`config.mk`:
```
export PLATFORM = sky130hd
export DESIGN_NAME = serial_lsu_top
export DESIGN_NICKNAME = d
export VERILOG_FILES = /design/src/rtl/serial_op_pkg.sv /design/src/rtl/mem_bus_pkg.sv /design/src/rtl/serial_sequencer.sv /design/src/rtl/operand_serializer.sv /design/src/rtl/data_bufreg.sv /design/src/rtl/shift_accumulator.sv /design/src/rtl/mem_bus_master.sv /design/src/rtl/result_collector.sv /design/src/rtl/serial_lsu_top.sv
export VERILOG_INCLUDE_DIRS = /design/src /design/src/rtl
export SDC_FILE = /design/constraint.sdc
export NUM_CORES = 1
export LEC_CHECK = 0
export BUFFER_PORTS_ARGS = -buffer_cell sky130_fd_sc_hd__buf_2
export CAP_MARGIN = 40
export CORE_MARGIN = 1
export CORE_UTILIZATION = 56
export DETAILED_ROUTE_END_ITERATION = 10
export GPL_TIMING_DRIVEN = 0
export PLACE_DENSITY = 0.83
export RECOVER_POWER = 25
export REMOVE_ABC_BUFFERS = 1
export SETUP_SLACK_MARGIN = 0.15
export SLEW_MARGIN = 20
export SYNTH_ARGS = -nofsm -noshare
export SYNTH_HDL_FRONTEND = slang
export SYNTH_SLANG_ARGS = --single-unit
export TNS_END_PERCENT = 1
```
`constraint.sdc`:
```
create_clock -name i_clk -period 10.7 [get_ports i_clk]
set_input_delay 0.535 -clock i_clk [delete_from_list [all_inputs] [get_ports i_clk]]
set_output_delay 0.535 -clock i_clk [all_outputs]
set_load 0.03 [all_outputs]
```
`src/rtl/lsu_config.svh`:
```
`ifndef LSU_CONFIG_SVH
`define LSU_CONFIG_SVH

`define LSU_XLEN    32 // data word width.
`define LSU_ADDR_W  32 // bus address width.
`define LSU_SHAMT_W 5  // shift amount width, counter field is one bit wider.

`endif

```
`src/rtl/serial_op_pkg.sv`:
```
`default_nettype none

`include "lsu_config.svh"

package serial_op_pkg;

   typedef enum logic [1:0] {
      LOAD  = 2'd0, // read one word, extract bytes.
      STORE = 2'd1, // align and write one word.
      SLL   = 2'd2, // logical shift left.
      SRL   = 2'd3  // logical shift right.
   } lsu_op_e;

   typedef enum logic [1:0] {
      BYTE = 2'd0,
      HALF = 2'd1,
      WORD = 2'd2
   } mem_size_e;

   typedef enum logic [2:0] {
      IDLE = 3'd0, // waiting for a command.
      INIT = 3'd1, // operand shifted into the buffer.
      BUS  = 3'd2, // bus request outstanding.
      EXEC = 3'd3, // load extraction or shift counting.
      RESP = 3'd4  // response held until taken.
   } seq_phase_e;

   typedef struct packed {
      logic [`LSU_XLEN-`LSU_SHAMT_W-2:0] upper; // data bits above the counter.
      logic [`LSU_SHAMT_W:0]             cnt;   // shift count plus wrap bit.
   } bufreg_fields_t;

   // the same buffer word is read as data or as a down-counter
   typedef union packed {
      logic [`LSU_XLEN-1:0] word;
      bufreg_fields_t       f;
   } bufreg_word_u;

endpackage

`default_nettype wire

```
`src/rtl/mem_bus_pkg.sv`:
```
`default_nettype none

`include "lsu_config.svh"

package mem_bus_pkg;

   localparam int unsigned BE_W = `LSU_XLEN / 8; // one enable per byte lane.

   typedef logic [`LSU_ADDR_W-1:0] mem_addr_t;
   typedef logic [`LSU_XLEN-1:0]   mem_word_t;
   typedef logic [BE_W-1:0]        mem_be_t;

endpackage

`default_nettype wire

```
`src/rtl/serial_sequencer.sv`:
```
`default_nettype none

module serial_sequencer (
   input  wire                         i_clk,
   input  wire                         i_rst_n,
   input  wire                         i_cmd_valid,
   input  wire serial_op_pkg::lsu_op_e i_cmd_op,
   input  wire [1:0]                   i_cmd_lsb,
   input  wire                         i_mem_done,
   input  wire                         i_sh_done,
   input  wire                         i_rsp_ready,
   output logic                        o_cmd_ready,
   output serial_op_pkg::seq_phase_e   o_phase,
   output logic                        o_en,
   output logic                        o_init,
   output logic                        o_cnt_done,
   output logic [1:0]                  o_bytecnt,
   output logic [1:0]                  o_lsb,
   output logic                        o_shift_op,
   output logic                        o_shift_left
);
   import serial_op_pkg::*;

   seq_phase_e phase_q;
   lsu_op_e    op_q;
   logic [1:0] lsb_q;
   logic [4:0] bit_cnt;
   logic       accept;
   logic       is_shift;
   logic       in_exec;

   assign o_cmd_ready = (phase_q == IDLE);         // one command in flight.
   assign accept      = i_cmd_valid & o_cmd_ready;
   assign is_shift    = (op_q == SLL) | (op_q == SRL);
   assign in_exec     = (phase_q == EXEC);

   assign o_phase      = phase_q;
   assign o_init       = (phase_q == INIT);
   assign o_en         = o_init | (in_exec & !is_shift); // shift exec runs on the counter.
   assign o_cnt_done   = o_en & (bit_cnt == 5'd31);
   assign o_bytecnt    = bit_cnt[4:3];                   // byte index within the word.
   assign o_lsb        = lsb_q;
   assign o_shift_op   = is_shift & (o_init | in_exec);  // buffer idle outside these.
   assign o_shift_left = (op_q == SLL);

   always_ff @(posedge i_clk or negedge i_rst_n) begin
      if (!i_rst_n) begin
         phase_q <= IDLE;
         op_q    <= LOAD;
         lsb_q   <= 2'd0;
         bit_cnt <= 5'd0;
      end else begin
         if (o_en)
            bit_cnt <= bit_cnt + 5'd1; // wraps back to zero after bit 31.
         case (phase_q)
            IDLE: begin
               if (accept) begin
                  op_q    <= i_cmd_op;
                  lsb_q   <= i_cmd_lsb;
                  phase_q <= (i_cmd_op == LOAD) ? BUS : INIT; // loads go to the bus first.
               end
            end
            INIT: begin
               if (o_cnt_done)
                  phase_q <= is_shift ? EXEC : BUS;
            end
            BUS: begin
               if (i_mem_done)
                  phase_q <= (op_q == LOAD) ? EXEC : RESP;
            end
            EXEC: begin
               if (is_shift ? i_sh_done : o_cnt_done)
                  phase_q <= RESP;
            end
            RESP: begin
               if (i_rsp_ready)
                  phase_q <= IDLE;
            end
            default: phase_q <= IDLE;
         endcase
      end
   end

endmodule

`default_nettype wire

```
`src/rtl/operand_serializer.sv`:
```
`default_nettype none

`include "lsu_config.svh"

module operand_serializer (
   input  wire                         i_clk,
   input  wire                         i_capture,
   input  wire                         i_en,
   input  wire                         i_shift_op,
   input  wire mem_bus_pkg::mem_word_t i_rs2,
   input  wire [`LSU_SHAMT_W-1:0]      i_shamt,
   output logic                        o_op_b
);
   import mem_bus_pkg::*;

   mem_word_t sreg;

   always_ff @(posedge i_clk) begin
      if (i_capture)
         sreg <= i_shift_op ? {{(`LSU_XLEN-`LSU_SHAMT_W){1'b0}}, i_shamt} : i_rs2;
      else if (i_en)
         sreg <= sreg >> 1; // next bit to the bottom.
   end

   assign o_op_b = sreg[0]; // lsb first.

endmodule

`default_nettype wire

```
`src/rtl/data_bufreg.sv`:
```
`default_nettype none

`include "lsu_config.svh"

module data_bufreg (
   input  wire                         i_clk,
   input  wire                         i_en,
   input  wire                         i_init,
   input  wire                         i_cnt_done,
   input  wire [1:0]                   i_lsb,
   input  wire [1:0]                   i_bytecnt,
   input  wire                         i_shift_op,
   input  wire                         i_op_b,
   input  wire                         i_load,
   input  wire mem_bus_pkg::mem_word_t i_dat,
   output logic                        o_sh_done,
   output logic                        o_q,
   output mem_bus_pkg::mem_word_t      o_dat
);
   import serial_op_pkg::*;
   import mem_bus_pkg::*;

   localparam int UPPER_W = `LSU_XLEN - `LSU_SHAMT_W - 1;

   bufreg_word_u          dat;
   logic                  byte_valid;
   logic                  shift_en;
   logic                  cnt_en;
   logic                  fill;
   logic [`LSU_SHAMT_W:0] cnt_nxt;

   // shift only while the current byte still lands inside the word
   assign byte_valid = ({1'b0, i_lsb} + {1'b0, i_bytecnt}) < 3'd4;
   assign shift_en   = i_en & (i_shift_op ? i_init : byte_valid);
   assign cnt_en     = i_shift_op & !i_init; // counter mode after shift init.
   assign fill       = i_init & i_op_b;      // zeros behind load data.

   assign cnt_nxt = cnt_en ? dat.f.cnt - 1'b1 :                     // count down.
                    {dat.f.upper[0] & !(i_shift_op & i_cnt_done),  // clear wrap bit.
                     dat.f.cnt[`LSU_SHAMT_W:1]};

   assign o_sh_done = cnt_nxt[`LSU_SHAMT_W];    // counter wrapped below zero.
   assign o_q       = dat.word[{i_lsb, 3'b000}]; // first bit of the addressed lane.
   assign o_dat     = dat.word;

   always_ff @(posedge i_clk) begin
      if (i_load)
         dat.word <= i_dat; // read data from the bus.
      else if (cnt_en)
         dat.f.cnt <= cnt_nxt;
      else if (shift_en)
         dat.word <= {fill, dat.f.upper[UPPER_W-1:1], cnt_nxt};
   end

endmodule

`default_nettype wire

```
`src/rtl/shift_accumulator.sv`:
```
`default_nettype none

module shift_accumulator (
   input  wire                         i_clk,
   input  wire                         i_capture,
   input  wire mem_bus_pkg::mem_word_t i_rs1,
   input  wire                         i_step,
   input  wire                         i_left,
   output mem_bus_pkg::mem_word_t      o_result
);
   import mem_bus_pkg::*;

   mem_word_t acc;

   always_ff @(posedge i_clk) begin
      if (i_capture)
         acc <= i_rs1;
      else if (i_step)
         acc <= i_left ? (acc << 1) : (acc >> 1); // logical, zero fill.
   end

   assign o_result = acc;

endmodule

`default_nettype wire

```
`src/rtl/mem_bus_master.sv`:
```
`default_nettype none

module mem_bus_master (
   input  wire                           i_clk,
   input  wire                           i_rst_n,
   input  wire                           i_capture,
   input  wire                           i_start,
   input  wire                           i_we,
   input  wire mem_bus_pkg::mem_addr_t   i_addr,
   input  wire serial_op_pkg::mem_size_e i_size,
   input  wire mem_bus_pkg::mem_word_t   i_wdata,
   input  wire                           i_mem_ready,
   output logic                          o_mem_valid,
   output logic                          o_mem_we,
   output mem_bus_pkg::mem_addr_t        o_mem_addr,
   output mem_bus_pkg::mem_word_t        o_mem_wdata,
   output mem_bus_pkg::mem_be_t          o_mem_be,
   output logic                          o_load,
   output logic                          o_done
);
   import serial_op_pkg::*;
   import mem_bus_pkg::*;

   mem_be_t be_base;

   always_comb begin
      case (i_size)
         BYTE:    be_base = mem_be_t'(1);
         HALF:    be_base = mem_be_t'(3);
         default: be_base = '1;
      endcase
   end

   // request fields are taken with the command and held to the end
   always_ff @(posedge i_clk) begin
      if (i_capture) begin
         o_mem_we   <= i_we;
         o_mem_addr <= i_addr & ~mem_addr_t'(3); // word aligned.
         o_mem_be   <= be_base << i_addr[1:0];   // lanes above the word drop out.
      end
   end

   always_ff @(posedge i_clk or negedge i_rst_n) begin
      if (!i_rst_n)
         o_mem_valid <= 1'b0;
      else if (i_start)
         o_mem_valid <= 1'b1;
      else if (o_done)
         o_mem_valid <= 1'b0;
   end

   assign o_mem_wdata = i_wdata;                 // buffer is frozen while in BUS.
   assign o_done      = o_mem_valid & i_mem_ready;
   assign o_load      = o_done & !o_mem_we;      // read data valid on this edge.

endmodule

`default_nettype wire

```
`src/rtl/result_collector.sv`:
```
`default_nettype none

module result_collector (
   input  wire                           i_clk,
   input  wire                           i_rst_n,
   input  wire                           i_capture,
   input  wire                           i_bit_en,
   input  wire                           i_q,
   input  wire serial_op_pkg::mem_size_e i_size,
   input  wire                           i_signed,
   input  wire                           i_capture_word,
   input  wire mem_bus_pkg::mem_word_t   i_word,
   input  wire                           i_set_valid,
   input  wire                           i_rsp_ready,
   output logic                          o_rsp_valid,
   output mem_bus_pkg::mem_word_t        o_rsp_data
);
   import serial_op_pkg::*;
   import mem_bus_pkg::*;

   localparam int W = $bits(mem_word_t);

   mem_size_e size_q;
   logic      signed_q;
   logic      sign;
   mem_word_t shifted;
   mem_word_t extended;

   assign shifted = {i_q, o_rsp_data[W-1:1]}; // bits enter from the top.

   always_comb begin
      sign     = 1'b0;
      extended = shifted;
      case (size_q)
         BYTE: begin
            sign              = signed_q & shifted[7];
            extended[W-1:8]   = {(W-8){sign}};
         end
         HALF: begin
            sign              = signed_q & shifted[15];
            extended[W-1:16]  = {(W-16){sign}};
         end
         default: extended = shifted; // full word, nothing to extend.
      endcase
   end

   always_ff @(posedge i_clk) begin
      if (i_capture) begin
         size_q   <= i_size;
         signed_q <= i_signed;
      end
      if (i_capture_word)
         o_rsp_data <= i_word;                          // shift result.
      else if (i_bit_en)
         o_rsp_data <= i_set_valid ? extended : shifted; // last load bit extends.
      else if (i_set_valid)
         o_rsp_data <= '0;                              // store answers zero.
   end

   always_ff @(posedge i_clk or negedge i_rst_n) begin
      if (!i_rst_n)
         o_rsp_valid <= 1'b0;
      else if (i_set_valid)
         o_rsp_valid <= 1'b1;
      else if (i_rsp_ready)
         o_rsp_valid <= 1'b0;
   end

endmodule

`default_nettype wire

```
`src/rtl/serial_lsu_top.sv`:
```
`default_nettype none

`include "lsu_config.svh"

module serial_lsu_top (
   input  wire                           i_clk,
   input  wire                           i_rst_n,
   input  wire                           i_cmd_valid,
   output wire                           o_cmd_ready,
   input  wire serial_op_pkg::lsu_op_e   i_cmd_op,
   input  wire serial_op_pkg::mem_size_e i_cmd_size,
   input  wire                           i_cmd_signed,
   input  wire mem_bus_pkg::mem_addr_t   i_cmd_addr,
   input  wire mem_bus_pkg::mem_word_t   i_cmd_rs1,
   input  wire mem_bus_pkg::mem_word_t   i_cmd_rs2,
   input  wire [`LSU_SHAMT_W-1:0]        i_cmd_shamt,
   output wire                           o_rsp_valid,
   input  wire                           i_rsp_ready,
   output wire mem_bus_pkg::mem_word_t   o_rsp_data,
   output wire                           o_mem_valid,
   input  wire                           i_mem_ready,
   output wire                           o_mem_we,
   output wire mem_bus_pkg::mem_addr_t   o_mem_addr,
   output wire mem_bus_pkg::mem_word_t   o_mem_wdata,
   output wire mem_bus_pkg::mem_be_t     o_mem_be,
   input  wire mem_bus_pkg::mem_word_t   i_mem_rdata
);
   import serial_op_pkg::*;
   import mem_bus_pkg::*;

   seq_phase_e phase;
   logic       en, init, cnt_done, shift_op, shift_left;
   logic [1:0] bytecnt, lsb;
   logic       sh_done, op_b, q, mem_load, mem_done;
   mem_word_t  buf_dat, acc_result;
   logic       accept, in_exec, mem_start, acc_step, rsp_set, shift_end;

   assign accept    = i_cmd_valid & o_cmd_ready;
   assign in_exec   = (phase == EXEC);
   assign mem_start = (accept & (i_cmd_op == LOAD)) |  // loads start on accept.
                      (init & cnt_done & !shift_op);  // stores after alignment.
   assign shift_end = in_exec & shift_op & sh_done;
   assign acc_step  = in_exec & shift_op & !sh_done; // exactly n steps.
   assign rsp_set   = ((phase == BUS) & mem_done & o_mem_we) |
                      (in_exec & (shift_op ? sh_done : cnt_done));

   serial_sequencer u_seq (
      .i_clk, .i_rst_n, .i_cmd_valid, .i_cmd_op,
      .i_cmd_lsb   (i_cmd_addr[1:0]),
      .i_mem_done  (mem_done),
      .i_sh_done   (sh_done),
      .i_rsp_ready,
      .o_cmd_ready,
      .o_phase     (phase),
      .o_en        (en),
      .o_init      (init),
      .o_cnt_done  (cnt_done),
      .o_bytecnt   (bytecnt),
      .o_lsb       (lsb),
      .o_shift_op  (shift_op),
      .o_shift_left(shift_left)
   );

   operand_serializer u_opb (
      .i_clk,
      .i_capture (accept),
      .i_en      (en),
      .i_shift_op((i_cmd_op == SLL) | (i_cmd_op == SRL)), // command op, not the held one.
      .i_rs2     (i_cmd_rs2),
      .i_shamt   (i_cmd_shamt),
      .o_op_b    (op_b)
   );

   data_bufreg u_buf (
      .i_clk,
      .i_en      (en),
      .i_init    (init),
      .i_cnt_done(cnt_done),
      .i_lsb     (lsb),
      .i_bytecnt (bytecnt),
      .i_shift_op(shift_op),
      .i_op_b    (op_b),
      .i_load    (mem_load),
      .i_dat     (i_mem_rdata),
      .o_sh_done (sh_done),
      .o_q       (q),
      .o_dat     (buf_dat)
   );

   shift_accumulator u_acc (
      .i_clk,
      .i_capture(accept),
      .i_rs1    (i_cmd_rs1),
      .i_step   (acc_step),
      .i_left   (shift_left),
      .o_result (acc_result)
   );

   mem_bus_master u_bus (
      .i_clk, .i_rst_n,
      .i_capture  (accept),
      .i_start    (mem_start),
      .i_we       (i_cmd_op == STORE),
      .i_addr     (i_cmd_addr),
      .i_size     (i_cmd_size),
      .i_wdata    (buf_dat),
      .i_mem_ready,
      .o_mem_valid, .o_mem_we, .o_mem_addr, .o_mem_wdata, .o_mem_be,
      .o_load     (mem_load),
      .o_done     (mem_done)
   );

   result_collector u_rsp (
      .i_clk, .i_rst_n,
      .i_capture     (accept),
      .i_bit_en      (en & !init), // load extraction bits only.
      .i_q           (q),
      .i_size        (i_cmd_size),
      .i_signed      (i_cmd_signed),
      .i_capture_word(shift_end),
      .i_word        (acc_result),
      .i_set_valid   (rsp_set),
      .i_rsp_ready,
      .o_rsp_valid, .o_rsp_data
   );

endmodule

`default_nettype wire

```
Word level (Yosys, flattened, before mapping)
Index checks and enable logic that the tools add are counted.
{ "op_classes": {"addsub": 3, "multipliers": 0, "div": 0, "magnitude_cmp": 2, "eq_ne": 18, "n_shift": 1, "mux": 36, "bitwise_logic": 29, "n_reduce_logical": 21} }
{ "ops": {"columns": ["operator", "n"], "rows": [
  ["$mux 32", 12],
  ["$pmux 16 s2", 1],
  ["$mux 26", 1],
  ["$and 1x1->1", 23],
  ["$mux 3", 6],
  ["$pmux 3 s5", 1],
  ["$mux 6", 2],
  ["$reduce_bool 2->1", 5],
  ["$mux 1", 9],
  ["$eq 2x2->1 const B", 4],
  ["$logic_not 2->1", 4],
  ["$mux 8", 1],
  ["$ne 2x2->1 const B", 4],
  ["$pmux 4 s2", 1],
  ["$eq 2x1->1 const B", 3],
  ["$eq 3x2->1 const B", 2],
  ["$logic_not 1->1", 6],
  ["$lt 5x6->1 const B", 1],
  ["$or 1x1->1", 6],
  ["$reduce_bool 3->1", 2],
  ["$sub 6x1->6 const B", 1],
  ["$add 5x1->5 const B", 1],
  ["$eq 5x5->1 const B", 1],
  ["$reduce_and 5->1", 1],
  ["other kinds (10)", 12]
]} }
{ "totals": {"reg_bits": 180, "latch_bits": 0, "ram_bits": 0, "romBits": 0, "in_bits": 143, "out_inout_bits": 104, "word_cells": 126, "mem_count": 0} }

Depth between registers and ports, before layout
Gate-level depths: netlist (run 1).
{ "depth": {"depth_word": 16, "depth_mapped": 10} }

Cells and area by module
From an unflattened synthesis (run 1), not the netlist that was laid out.
{ "unflattened": {"hier_cells": 616, "hier_area_um2": 8486.9} }
{ "by_module_without_submodules": {"columns": ["mod", "instances", "cells_each", "area_per_inst_um2", "seq_area_each_um2"], "rows": [
  ["result_collector", 1, 124, 1682.9, 1076.0],
  ["shift_accumulator", 1, 139, 1660.3, 960.9],
  ["data_bufreg", 1, 112, 1601.5, 960.9],
  ["mem_bus_master", 1, 82, 1407.6, 1076.0],
  ["operand_serializer", 1, 86, 1363.8, 960.9],
  ["serial_sequencer", 1, 58, 676.9, 300.3],
  ["serial_lsu_top", 1, 15, 93.8, 0.0]
]} }

Least setup slack after synthesis (run 1)
Ideal clock, no wire load.
{ "synth_timing": {"path_type": "register to register", "from": "register u_buf.dat (netlist bit u_buf.o_dat[0])", "to": "register u_rsp.o_rsp_data[0], enable pin", "arrival_time_ns": 3.899, "slack_ns": 6.321, "path_stages_with_launch": 5, "cell_sequence": "edfxtp_1 -> or3_4 -> nor3_4 -> xnor2_1 -> a311oi_1"} }
{ "synth_via": {"elab_chain_cells": 6} }
{ "synth_rtl": {"columns": ["item", "line", "rtl"], "rows": [
  ["start, declared", "data_bufreg.sv:25", "bufreg_word_u dat;"],
  ["$sub 6x1->6 *", "data_bufreg.sv:38", "assign cnt_nxt = cnt_en ? dat.f.cnt - 1'b1 :"],
  ["$mux 6 *", "data_bufreg.sv:38", null],
  ["$mux 1", "serial_lsu_top.sv:45", "(in_exec & (shift_op ? sh_done : cnt_done));"],
  ["$and 1x1->1", "serial_lsu_top.sv:45", null],
  ["$or 1x1->1", "serial_lsu_top.sv:44", "assign rsp_set = ((phase == BUS) & mem_done & o_mem_we) |"],
  ["$reduce_bool 3->1 (no line) *", null, null],
  ["end signal, assigned", "result_collector.sv:53", "o_rsp_data <= i_word;"],
  ["end signal, assigned", "result_collector.sv:55", "o_rsp_data <= i_set_valid ? extended : shifted;"],
  ["end, declared", "result_collector.sv:16", "output mem_bus_pkg::mem_word_t o_rsp_data"]
]} }
Mark *: on every way between the ends. The rest lies on a longest branch, timed or not.
A chain may end at the register's enable or synchronous reset.

Final worst setup path (run 1)
{ "layout_timing": {"from": "register u_seq.phase_q[1] (netlist: u_seq.o_phase[1])", "to": "register u_rsp.o_rsp_data[28], data pin"} }
{ "layout_via": {"elab_chain_cells": 14} }
{ "layout_rtl": {"columns": ["item", "line", "rtl"], "rows": [
  ["start, declared", "serial_sequencer.sv:24", "seq_phase_e phase_q;"],
  ["start signal, assigned", "serial_sequencer.sv:60", "phase_q <= (i_cmd_op == LOAD) ? BUS : INIT;"],
  ["start signal, assigned", "serial_sequencer.sv:65", "phase_q <= is_shift ? EXEC : BUS;"],
  ["start signal, assigned", "serial_sequencer.sv:69", "phase_q <= (op_q == LOAD) ? EXEC : RESP;"],
  ["$eq 3x2->1", "serial_sequencer.sv:35, serial_lsu_top.sv:39", null],
  ["$and 1x1->1", "serial_sequencer.sv:39", "assign o_en = o_init | (in_exec & !is_shift);"],
  ["$or 1x1->1", "serial_sequencer.sv:39", null],
  ["$and 1x1->1", "serial_sequencer.sv:40", "assign o_cnt_done = o_en & (bit_cnt == 5'd31);"],
  ["$and 1x1->1", "data_bufreg.sv:39", "{dat.f.upper[0] & !(i_shift_op & i_cnt_done),"],
  ["$logic_not 1->1", "data_bufreg.sv:39", null],
  ["$and 1x1->1", "data_bufreg.sv:39", null],
  ["$mux 6", "data_bufreg.sv:38", null],
  ["$mux 1", "serial_lsu_top.sv:45", null],
  ["$and 1x1->1", "serial_lsu_top.sv:45", null],
  ["$or 1x1->1", "serial_lsu_top.sv:44", null],
  ["$mux 32", "result_collector.sv:55", null],
  ["$mux 32", "result_collector.sv:54", "else if (i_bit_en)"],
  ["$mux 32 *", "result_collector.sv:52", "if (i_capture_word)"]
]} }
Marks and branches as above.

==> results.md, run 1 <==
- The net count of the finished layout is 1,034.
- The critical path goes through nand2b_1 > nor3b_2 > nor2b_2 > o211a_4 > a221o_1.
- The chip width is 122 um.
- The congestion estimate from routability-driven global placement came to 0.826.
- The core region is 0.0139 mm^2.
- The largest net degree at the start of global routing is 72.
- The number of clock sinks is 180.
- The first routing iteration left 622 violations.
- The worst clock skew is 8.56 ps.
- Wires add up to 18.2 mm.
- The number of global-route vias before repair is 5,644.
- The layout has 1,045 filler cells.
- CTS placed an instance of clkbuf_16 at the clock tree root.
- The number of CTS-inserted buffers is 17.
- The slowest stage of the critical path is the nor2b_2 cell.
- The commonest cells after synthesis are 174 x nand2_1, 166 x edfxtp_1, 67 x o21ai_0.
- Of the total power, the share spent switching nets is 0.196.
- The final count of hold timing violations was 0.
- The area of the die is 0.0149 mm^2.
- The finished layout holds 1,081 standard cells, fillers aside.
- STA classifies the critical path startpoint as a flop.
- The clock latency at the later pin of the worst-skew pair is 420 ps.
- After synthesis the cells add up to 0.00805 mm^2.
- The critical path capture point type is a flop.
- The worst-margin pin slew is 1260 ps.
- The peak fanout along the critical path is 17.
- Setup repair after global routing left no endpoint under its margin.
- The required arrival time at the worst endpoint is 10,980 ps.
- The first global-routing pass estimated 28.5 mm of wire.
- The area share of the leading cell type in the synthesized netlist is 0.619.
- Ranked by total cell area, the synthesized netlist is headed by edfxtp_1 62%, nand2_1 8.1%, dfrtp_1 4.4%.
- Counting I/O delays and the setup requirement, the final critical path takes 3150 ps.
- The cell taking the most area after synthesis is edfxtp_1.
- Derived from the worst setup path, the maximum achievable clock frequency is 318 MHz.
- The run finished with clean final reports.
- The number of buffers inserted by hold repair at cts is 0.
- After global routing the overflow that remains totals 0.
- The part of the Yosys area used for sequential elements is 0.663.
- The count of TritonRoute iterations in the first routing pass is 4.
- The share of total power dissipated in the clock network is 0.430.
- The total of buffers placed on input and output ports is 244.
- In this run the tightest slew margin relative to its limit is 0.157.
- The share of total power in combinational logic is 0.027.
- The register clock-pin slew on the reported worst setup and hold paths is 70 ps.
- The setup total negative slack is 0 ps.
- The analysis attributes to cell leakage a power of 3.79 nW.
- Synthesis handed over a netlist of 660 instances.
- The total instance count after detailed placement is 1,048.
- The synthesized area per cell is 12.2 um^2.
- The final setup violation count is 0.
- The arrival time of the worst setup path is 3430 ps.
- In this run the power density over the cells is 140 mW/mm^2.
- The number of cell rows is 43.
- The via density per instance is 5.52.
- The combined global-route utilization of all metal layers is 0.254.
- Post-CTS timing repair inserted 0 buffers for setup.
- The detailed-placement wirelength estimate is 12.6 mm.
- The clock tree synthesis step divided the H-tree into 4 levels.
- The cell class contributing the biggest share of worst-path delay is simple AND/OR/NAND/NOR gates.
- Of the cells placed in the final design, the portion with a size suffix greater than 1 is 0.252.
- The vertical extent of the die is 122 um.
- In this run the deepest clock path goes through 2 buffers.
- The count of nets left with antenna violations after detail routing is 0.
- Dividing the final minimum period by the clock period gives 0.294.
- In this run the power spent charging and discharging nets is 0.000274 W.
- The number of primary I/O pins is 247.
- Once the clock tree was built, the resizer swapped 0 gates to a different size.
- The internal power summed over all cells is 0.00112 W.
- Counting both buffers and inverters, the worst setup path holds a total of 0.
- After detailed routing, the number of remaining DRC violations is 0.
- The number of enable flip-flop cells after synthesis is 166.
- The class of the most critical hold timing path is input port to asynchronous set/reset pin.
- The number of max-slew violations in the final report is 0.
- The initial antenna violation count is 1.
- The starting density of the core is 0.578.
- The maximum resistive drop on vdd is 0.0000971 V.
- The total via count after detailed routing is 5,968.
- The worst setup path is of the flop to flop kind.
- The tool flagged a number of max-cap violations equal to 0.
- The detailed-route wire length per cell is 16.9 um.
- Yosys printed 0 warnings.
- The number of synthesized register bits is 180.
- Yosys instantiated no cell more often than nand2_1.
- The delay of the slowest cell on the worst path is 800 ps.
- TritonCTS built the clock tree.
- The share of total power dissipated in sequential elements is 0.543.
- Synthesis instantiated 50 different standard cells from the library.
- The predominant post-synthesis flop cell is edfxtp_1.
- The area growth from synthesis to layout is 24.5%.
- Counting flops with an async set or reset pin after synthesis yields a share of 0.0778.
cell usage in the layout (no fill, tap or decap), types with 3 or more instances in the layout:
master / count
mux2i_1: 35
clkbuf_16: 17
inv_1: 5
nand2b_1: 33
ha_1: 4
edfxtp_1: 166
a22o_1: 8
a221o_1: 26
o21ai_1: 5
nand2_1: 171
buf_2: 172
buf_16: 3
clkbuf_1: 74
xnor2_1: 6
dfrtp_1: 14
nor3_1: 3
inv_6: 3
a21oi_1: 10
nor2b_1: 4
o21ai_0: 66
nor2_1: 14
clkinv_2: 4
path summary, 6_finish.rpt:
| kind | endpoint | slack, ps | startpoint | cells past startpoint |
|---|---|---|---|---|
| min in group i_clk | u_bus.o_mem_addr[2] | 290 | i_cmd_addr[2] | 1 |
| max in group asynchronous | u_seq.o_phase[0] | 10010 | i_rst_n | 1 |
| max | u_rsp.o_rsp_data[28] | 7550 | u_seq.o_phase[1] | 5 |
| min reg2reg | u_rsp.o_rsp_valid | 490 | u_rsp.o_rsp_valid | 1 |
| min | u_seq.bit_cnt[2] | 180 | i_rst_n | 1 |
| max reg2reg | u_rsp.o_rsp_data[28] | 7550 | u_seq.o_phase[1] | 5 |
flip-flops by register name (all words and copies together) (netlist names):
name               cells
u_buf.o_dat           32
u_bus.o_mem_be         4
u_bus.o_mem_we         1
u_seq.op_q             2
u_seq.o_lsb            2
u_rsp.o_rsp_valid      1
u_bus.o_mem_addr      30
u_acc.o_result        32
u_seq.bit_cnt          5
u_seq.o_phase          3
u_rsp.signed_q         1
u_bus.o_mem_valid      1
u_rsp.o_rsp_data      32
u_rsp.size_q           2
u_opb.sreg            32
power by group through the flow:
stage          combinational (W)  clock [W]  sequential (W)
4_1_cts                0.0000380   0.000612        0.000759
3_3_place_gp           0.0000362          0        0.000774
6_report               0.0000373   0.000602        0.000759
5_1_grt                0.0000411   0.000637        0.000759
3_5_place_dp           0.0000377          0        0.000774
2_1_floorplan         0.00000685          0        0.000775
through the flow:
stage          worst slack [ps]  hold WS (ps)  area [um^2]  power [W]  utilization
2_1_floorplan              6320           239         7880   0.000781            -
3_3_place_gp               5140           452         9320   0.000811        0.669
3_5_place_dp               7580           456         9550   0.000812        0.685
4_1_cts                    7560          2.25        10100    0.00141        0.726
5_1_grt                    7390           236        10000    0.00144        0.719
6_report                   7550           182        10000    0.00140        0.719
layout make-up:
class / instances / area, um^2 / share of cell area
clock inverters: 13 / 130 / 0.0130
well taps: 180 / 225 / 0.0225
inverters: 6 / 25.0 / 0.00250
flip-flops and latches: 180 / 5340 / 0.532
clock buffers: 19 / 433 / 0.0432
multi-input cells: 431 / 2590 / 0.259
repair buffers: 251 / 1280 / 0.128
diodes: 1 / 2.50 / 0.000250
routing by layer:
layer | track usage | part of all wire
met1 | 0.344 | 0.42
met2 | 0.400 | 0.49
met3 | 0.0637 | 0.085
met4 | 0.0887 | 0.012
met5 | 0 | 0
cells by family after synthesis:
group / Yosys count / synth area share
AND/OR/NAND/NOR: 246 / 0.135
flip-flops: 180 / 0.663
AO/OA/AOI/OAI: 132 / 0.110
buffers and inverters: 50 / 0.0253
multiplexers: 40 / 0.0522
XOR/XNOR: 7 / 0.00761
adder cells (fa/ha/maj): 4 / 0.00622
other: 1 / 0.000466
(Power assumes the default switching activity.)
==> run 2: changes to the inputs <==
- CORE_UTILIZATION: 56 -> 47
- PLACE_DENSITY: 0.83 -> 0.74
- clock period: 10.7 -> 2.7 ns (I/O delays scaled with it)
==> results.md, run 2 (synthesis gave the netlist of run 1 again) <==
- The final count of hold timing violations is 0.
- The aggregate global routing overflow is 0.
- The maximum resistive drop on vdd is 0.000465 V.
- The detailed-route wire length per cell is 16.5 um.
- The launch instance of the worst register-to-register path is u_buf.o_dat[0].
- Setup repair after global routing could not meet its margin everywhere.
- The final setup violation count is 0.
- The congestion estimate from routability-driven global placement came to 0.838.
- The number of instances on the worst hold path is 3.
- The die is 133 um wide.
- The root cell of the clock tree is clkbuf_16.
- The number of nets at the end of the flow is 1,121.
- The core region is 0.0166 mm^2.
- The core occupancy in the finished layout is 0.661.
- The HPWL after detailed placement is 12.6 mm.
- The static power due to leakage is 4.16 nW.
- Compared with the post-synthesis result, the final layout area differs by 36.6%.
- Clock-pin slew was measured on the worst setup and hold paths at 70 ps.
- The number of global-route vias before repair is 5,993.
- The number of maximum-capacitance constraint violations is 0.
- Counting both buffers and inverters, the worst setup path holds a total of 1.
- The count of TritonRoute iterations in the first routing pass is 5.
- Of the cells placed in the final design, the portion with a size suffix greater than 1 is 0.245.
- For this design, the slowest cell found on the critical path is mux2i_4.
- Across every metal layer, demand over resource in global routing totals 0.227.
- Along the worst path, the maximum fanout reaches 24.
- Traced cell by cell, the critical path runs through or3_4 > nor3_4 > mux2i_4 > buf_16 > o211a_4 > a221o_1.
- The number of primary I/O pins is 247.
- In the layout the commonest cells are 175 x buf_2, 171 x nand2_1, 166 x edfxtp_1.
- The number of cell rows is 47.
- The worst-margin pin slew is 859 ps.
- The worst hold path endpoint is u_buf.o_dat[3].
- The smallest clock period supported by the final layout is computed as 2470 ps.
- Entering global routing, the biggest net connects 72 pins.
- The worst setup path is of the flop to flop kind.
- The number of H-tree levels is 4.
- The delay of the slowest cell on the worst path is 620 ps.
- The final clock period utilization by the worst path is 0.914.
- The number of CTS-inserted buffers is 17.
- The arrival time of the worst setup path is 2760 ps.
- Data on the critical path is required at its endpoint by 2990 ps.
- The count of nets left with antenna violations once routing finished came out at 0.
- The number of cells on the worst reg-to-reg path is 6.
- The first global-routing pass estimated 31.0 mm of wire.
- The buffer depth of the longest clock path is 2.
- STA classifies the critical path startpoint as a flop.
- Measured along the y axis, the die boundary spans 133 um.
- The reg-to-reg setup timing slack is 230 ps.
- Input and output buffers added on the ports amount to 244.
- The clock latency at the later pin of the worst-skew pair is 430 ps.
- The highest clock frequency the design can meet is 405 MHz.
- In the routed design, unresolved DRC markers number 0.
- The clock net in this run drives a total of 180 sinks.
- The number of antenna diodes is 0.
- The hold path startpoint is i_mem_rdata[3].
- The number of max-slew violations in the final report is 0.
- The endpoint identified for the worst register-to-register timing path is u_rsp.o_rsp_data[15].
- The path class of the tightest hold or removal check is input port to flop.
- The detailed router finished its first iteration with 345 violations.
- The initial utilization of the core area, before any placement, comes to 0.484.
- The worst setup path is captured at a flop.
- The setup total negative slack is 0 ps.
- The run finished with clean final reports.
- The cell family contributing the most delay on the critical path is simple AND/OR/NAND/NOR gates.
- TritonCTS built the clock tree.
- The critical path starts at u_buf.o_dat[0].
- The overall routed net length is 19.9 mm.
- The total via count after detailed routing is 6,314.
- The library cell used most frequently in the layout, excluding fill and tap cells, is buf_2.
- The worst clock skew is 9.01 ps.
- The initial antenna violation count came to 1.
- The worst max-slew margin expressed relative to the limit is 0.427.
- Dividing total power by cell area gives a power density of 511 mW/mm^2.
- The floorplan step defined a die boundary enclosing 0.0177 mm^2.
- The via density per instance is 5.23.
run 2: tightest hold or removal path, delay by kind of cell:
kind	cells	cell delay, ps
AO/OA/AOI/OAI	1	70
buffers and inverters	1	80
AND/OR/NAND/NOR	1	50
run 2: cell type report:
type	count	area, um^2
tap	220	275
timing repair buffer	337	2150
sequential	180	5340
clock inverter	15	139
inverter	6	35.0
clock buffer	17	425
multi-input combinational	432	2640
fill	1280	5640
run 2: timing repair:
| item | 4_1_cts | 5_1_grt |
|---|---|---|
| hold buffers | 83 | 0 |
| gates resized for setup | 10 | 3 |
| hold endpoints to repair | 96 | 0 |
| gates cloned | 0 | 1 |
| setup buffers | 1 | 2 |
| pin swaps | 3 | 1 |
| setup endpoints to repair | 134 | 133 |
run 2: report_power, final:
group,switching [W],internal (W),leakage [nW]
clock network,0.00115,0.00122,0.271
registers,0.0000000000000000000410,0.00301,1.54
logic,0.0000792,0.000165,2.35
total,0.00123,0.00439,4.16
run 2: through the flow:
| stage | cell area (um^2) | hold WS, ps | total power, W | std cells | setup WS (ps) |
|---|---|---|---|---|---|
| after floorplan | 7880 | -161 | 0.00310 | 617 | -1680 |
| after detailed placement | 9610 | 59.6 | 0.00322 | 1088 | -417 |
| after global routing | 11000 | 24.4 | 0.00576 | 1207 | 121 |
| after CTS | 11000 | 0.313 | 0.00567 | 1204 | 101 |
| final | 11000 | 17.2 | 0.00562 | 1207 | 231 |
| after global placement | 9370 | 54.4 | 0.00321 | 1081 | -3030 |
run 2: worst max-delay path by stage:
stage,cells after the start,endpoint,slack [ps]
2_1_floorplan,4,u_rsp.o_rsp_data[0],-1680
3_3_place_gp,4,u_rsp.o_rsp_data[1],-3030
3_5_place_dp,5,u_rsp.o_rsp_data[27],-420
4_1_cts,5,u_acc.o_result[7],100
5_1_grt,6,u_rsp.o_rsp_data[15],120
6_report,6,u_rsp.o_rsp_data[15],230
run 2: per-layer routing:
layer  GRT usage  vias up  wire, um
met2       0.369      296      9700
met1       0.300     2951      8290
met3      0.0483       28      1540
met4      0.0843        2       379
met5           0        -        13
li1            -     3037         -
==> run 3: changes to the inputs <==
- CORE_UTILIZATION: 47 -> 52
- GPL_TIMING_DRIVEN: 0 -> unset
- HOLD_SLACK_MARGIN: unset -> 0.12
- PLACE_DENSITY: 0.74 -> 0.78
- clock period: 2.7 -> 2.6 ns (I/O delays scaled with it)
==> results.md, run 3 (synthesis gave the netlist of run 1 again) <==
- In this run, the number of DRC markers left after iteration 0 of detailed routing was 570.
- The worst register-to-register path has a depth of 8.
- The number of nets at the end of the flow is 1,185.
- Fill cells in the final layout number 1,019.
- At the worst endpoint, the required time is 2960 ps.
- The area growth from synthesis to final layout is 42.5%.
- For hold timing, the worst endpoint is u_seq.o_lsb[0].
- The final count of hold timing violations is 0.
- The area of the core is 0.0151 mm^2.
- VDD sags by at most 0.000463 V.
- The highest clock frequency the design can meet is 436 MHz.
- After floorplanning, the core was divided into 45 placement rows.
- The power density of the placed cells is 529 mW/mm^2.
- The number of global-route vias before repair was 6,589.
- After legalization and detailed placement, the total HPWL measured 12.5 mm.
- The worst-margin pin slew is 789 ps.
- The final design area excluding fillers is 0.0115 mm^2.
- The count of nets left with antenna violations once routing finished came out at 0.
- The clock reaches the later pin of the worst-skew pair after 420 ps.
- After detailed placement, the total cell area comes to 0.00955 mm^2.
- The class of the most critical hold timing path is input port to flop.
- The vertical extent of the die is 126 um.
- The die is 126 um wide.
- The fraction of layout instances using a drive strength above 1 is 0.228.
- Routability-driven placement finished with a final weighted congestion of 0.841.
- The number of max-slew violations in the final report is 0.
- Headroom to the max-slew limit came out at 0.474.
- The starting density of the core is 0.532.
- The die covers 0.0160 mm^2.
- The delay of the slowest cell on the worst path is 540 ps.
- The worst setup path is captured at a flop.
- The count of TritonRoute iterations in the first routing pass is 5.
- The setup path with the least slack is of type flop to flop.
- The number of maximum-capacitance constraint violations is 0.
- The startpoint kind of the worst setup timing path is a flop.
- Along the worst hold path, the cell count comes to 4.
- In the routed design, unresolved DRC markers number 0.
- The launch instance of the worst register-to-register path is u_seq.o_phase[0].
- The number of setup buffers added after CTS is 0.
- Clock-pin slew was measured on the worst setup and hold paths at 70 ps.
- Setup violations remaining at the end of the flow were counted as 0.
- The final critical path time including I/O delays and setup is 2290 ps.
- The longest clock path from root to sink contains 2 buffers.
- The total via count after detailed routing is 6,690.
- The number of clock sinks is 180.
- Broken down by cell family, the worst path's largest delay share belongs to buffers and inverters.
- The slowest cell on the critical path is dlygate4sd3_1.
- Dividing the detail-routed via count by the number of cells gives 5.40.
- The arrival time of the worst setup path is 2650 ps.
- For this run, the total global-route usage over all layers was measured as 0.270.
- In this run the count of I/O pins placed on the die edge is 247.
- In the layout the commonest cells are 174 x buf_2, 173 x nand2_1, 166 x edfxtp_1.
- Leaving out fill and tap cells, the most frequent cell in the layout is buf_2.
- In this run the most critical hold path is launched from i_cmd_valid.
- After global routing the overflow that remains totals 0.
- The flow ran to the end, and the final reports show no timing, DRC or antenna violations.
- The overall routed net length is 21.2 mm.
- TritonCTS built the clock tree.
- The root cell of the clock tree is clkbuf_16.
- The endpoint of the worst-slack reg-to-reg timing path is u_seq.o_lsb[1].
- The final clock period utilization by the worst path is 0.881.
- The number of CTS-inserted buffers is 17.
- The reg-to-reg setup timing slack is 310 ps.
- Along the worst path, the maximum fanout reaches 75.
- After routing, the total negative slack on setup checks comes to 0 ps.
- The first global-routing pass estimated 33.2 mm of wire.
- The cell type with the highest occurrence count on the critical path is nand2_1.
- The cell depth of the worst setup path is 8.
- The worst clock skew is 10.5 ps.
- The H-tree generated during clock tree synthesis spans 4 levels.
- Entering global routing, the biggest net connects 76 pins.
- The sum of buffers and inverters on the critical path is 4.
- Buffers placed on the I/O ports in this run total 244.
- The initial antenna violation count is 1.
- Setup repair after global routing left no endpoint under its margin.
- The signal on the critical path passes through buf_4 > nor3_1 > nand2_2 > clkinv_2 > buf_12 > nand2_1 > nand2_1 > dlygate4sd3_1.
- The detailed-route wire length per cell is 17.1 um.
- In this run the static leakage power is 4.42 nW.
-- run 3: cell count changes in the layout (fill, tap and decap cells not counted), moves of 3 or more --
cell and change:
dlygate4sd3_1 +57, buf_4 +12, buf_16 -4, bufinv_16 +3, clkinv_2 +3, clkinvlp_4 +3, dfrtp_1 +3, dfrtp_2 -3
inv_8 -3
-- run 3: worst reg2reg max path, delay by kind of cell (launching register included) --
kind | cells | cell delay (ps)
buf+inv | 4 | 1120
flops | 1 | 370
simple gates | 4 | 740
-- run 3: metal layers --
metal	vias to the layer above	routed length, um	GRT usage
li1	3160	-	-
met1	3169	8590	0.341
met2	324	10600	0.461
met3	37	1690	0.0650
met4	0	356	0.0815
met5	-	0	0
-- run 3: power breakdown --
group          leakage (nW)             switching [W]  internal [W]  total [W]
clock                 0.282                   0.00110       0.00152    0.00261
combinational          2.59                  0.000101      0.000229   0.000330
sequential             1.55  0.0000000000000000000389       0.00312    0.00312
total                  4.42                   0.00120       0.00487    0.00607
-- run 3: layout make-up --
| class | count | area, um^2 | share of cell area |
|---|---|---|---|
| sequential | 180 | 5340 | 0.465 |
| antenna | 1 | 2.50 | 0.000218 |
| clock inverter | 15 | 181 | 0.0158 |
| clock buffer | 17 | 425 | 0.0371 |
| timing repair buffer | 402 | 2710 | 0.236 |
| tap | 188 | 235 | 0.0205 |
| inverter | 6 | 23.8 | 0.00207 |
| multi-input combinational | 431 | 2560 | 0.223 |
-- run 3: timing repair --
action	4_1_cts	5_1_grt
hold endpoints to repair	154	0
setup endpoints to repair	0	8
resized for setup	0	1
hold buffers	140	0
-- run 3: how the worst max path moves through the flow --
stage,from,endpoint
global route,u_seq.o_phase[1],u_seq.o_lsb[1]
detailed placement,u_buf.o_dat[0],u_rsp.o_rsp_data[20]
finish,u_seq.o_phase[0],u_seq.o_lsb[1]
CTS,u_buf.o_dat[0],u_rsp.o_rsp_data[7]
global placement,u_buf.o_dat[0],u_acc.o_result[20]
floorplan,u_buf.o_dat[0],u_rsp.o_rsp_data[0]
-- run 3: metrics by stage --
| stage | total power [W] | util | setup slack (ps) | cells | hold slack, ps |
|---|---|---|---|---|---|
| 2_1_floorplan | 0.00322 | - | -1780 | 617 | -166 |
| 3_3_place_gp | 0.00334 | 0.630 | 382 | 1067 | 46.9 |
| 3_5_place_dp | 0.00334 | 0.630 | 336 | 1067 | 49.4 |
| 4_1_cts | 0.00609 | 0.763 | 315 | 1239 | 121 |
| 5_1_grt | 0.00625 | 0.757 | 155 | 1239 | 145 |
| 6_report | 0.00607 | 0.758 | 309 | 1240 | 130 |
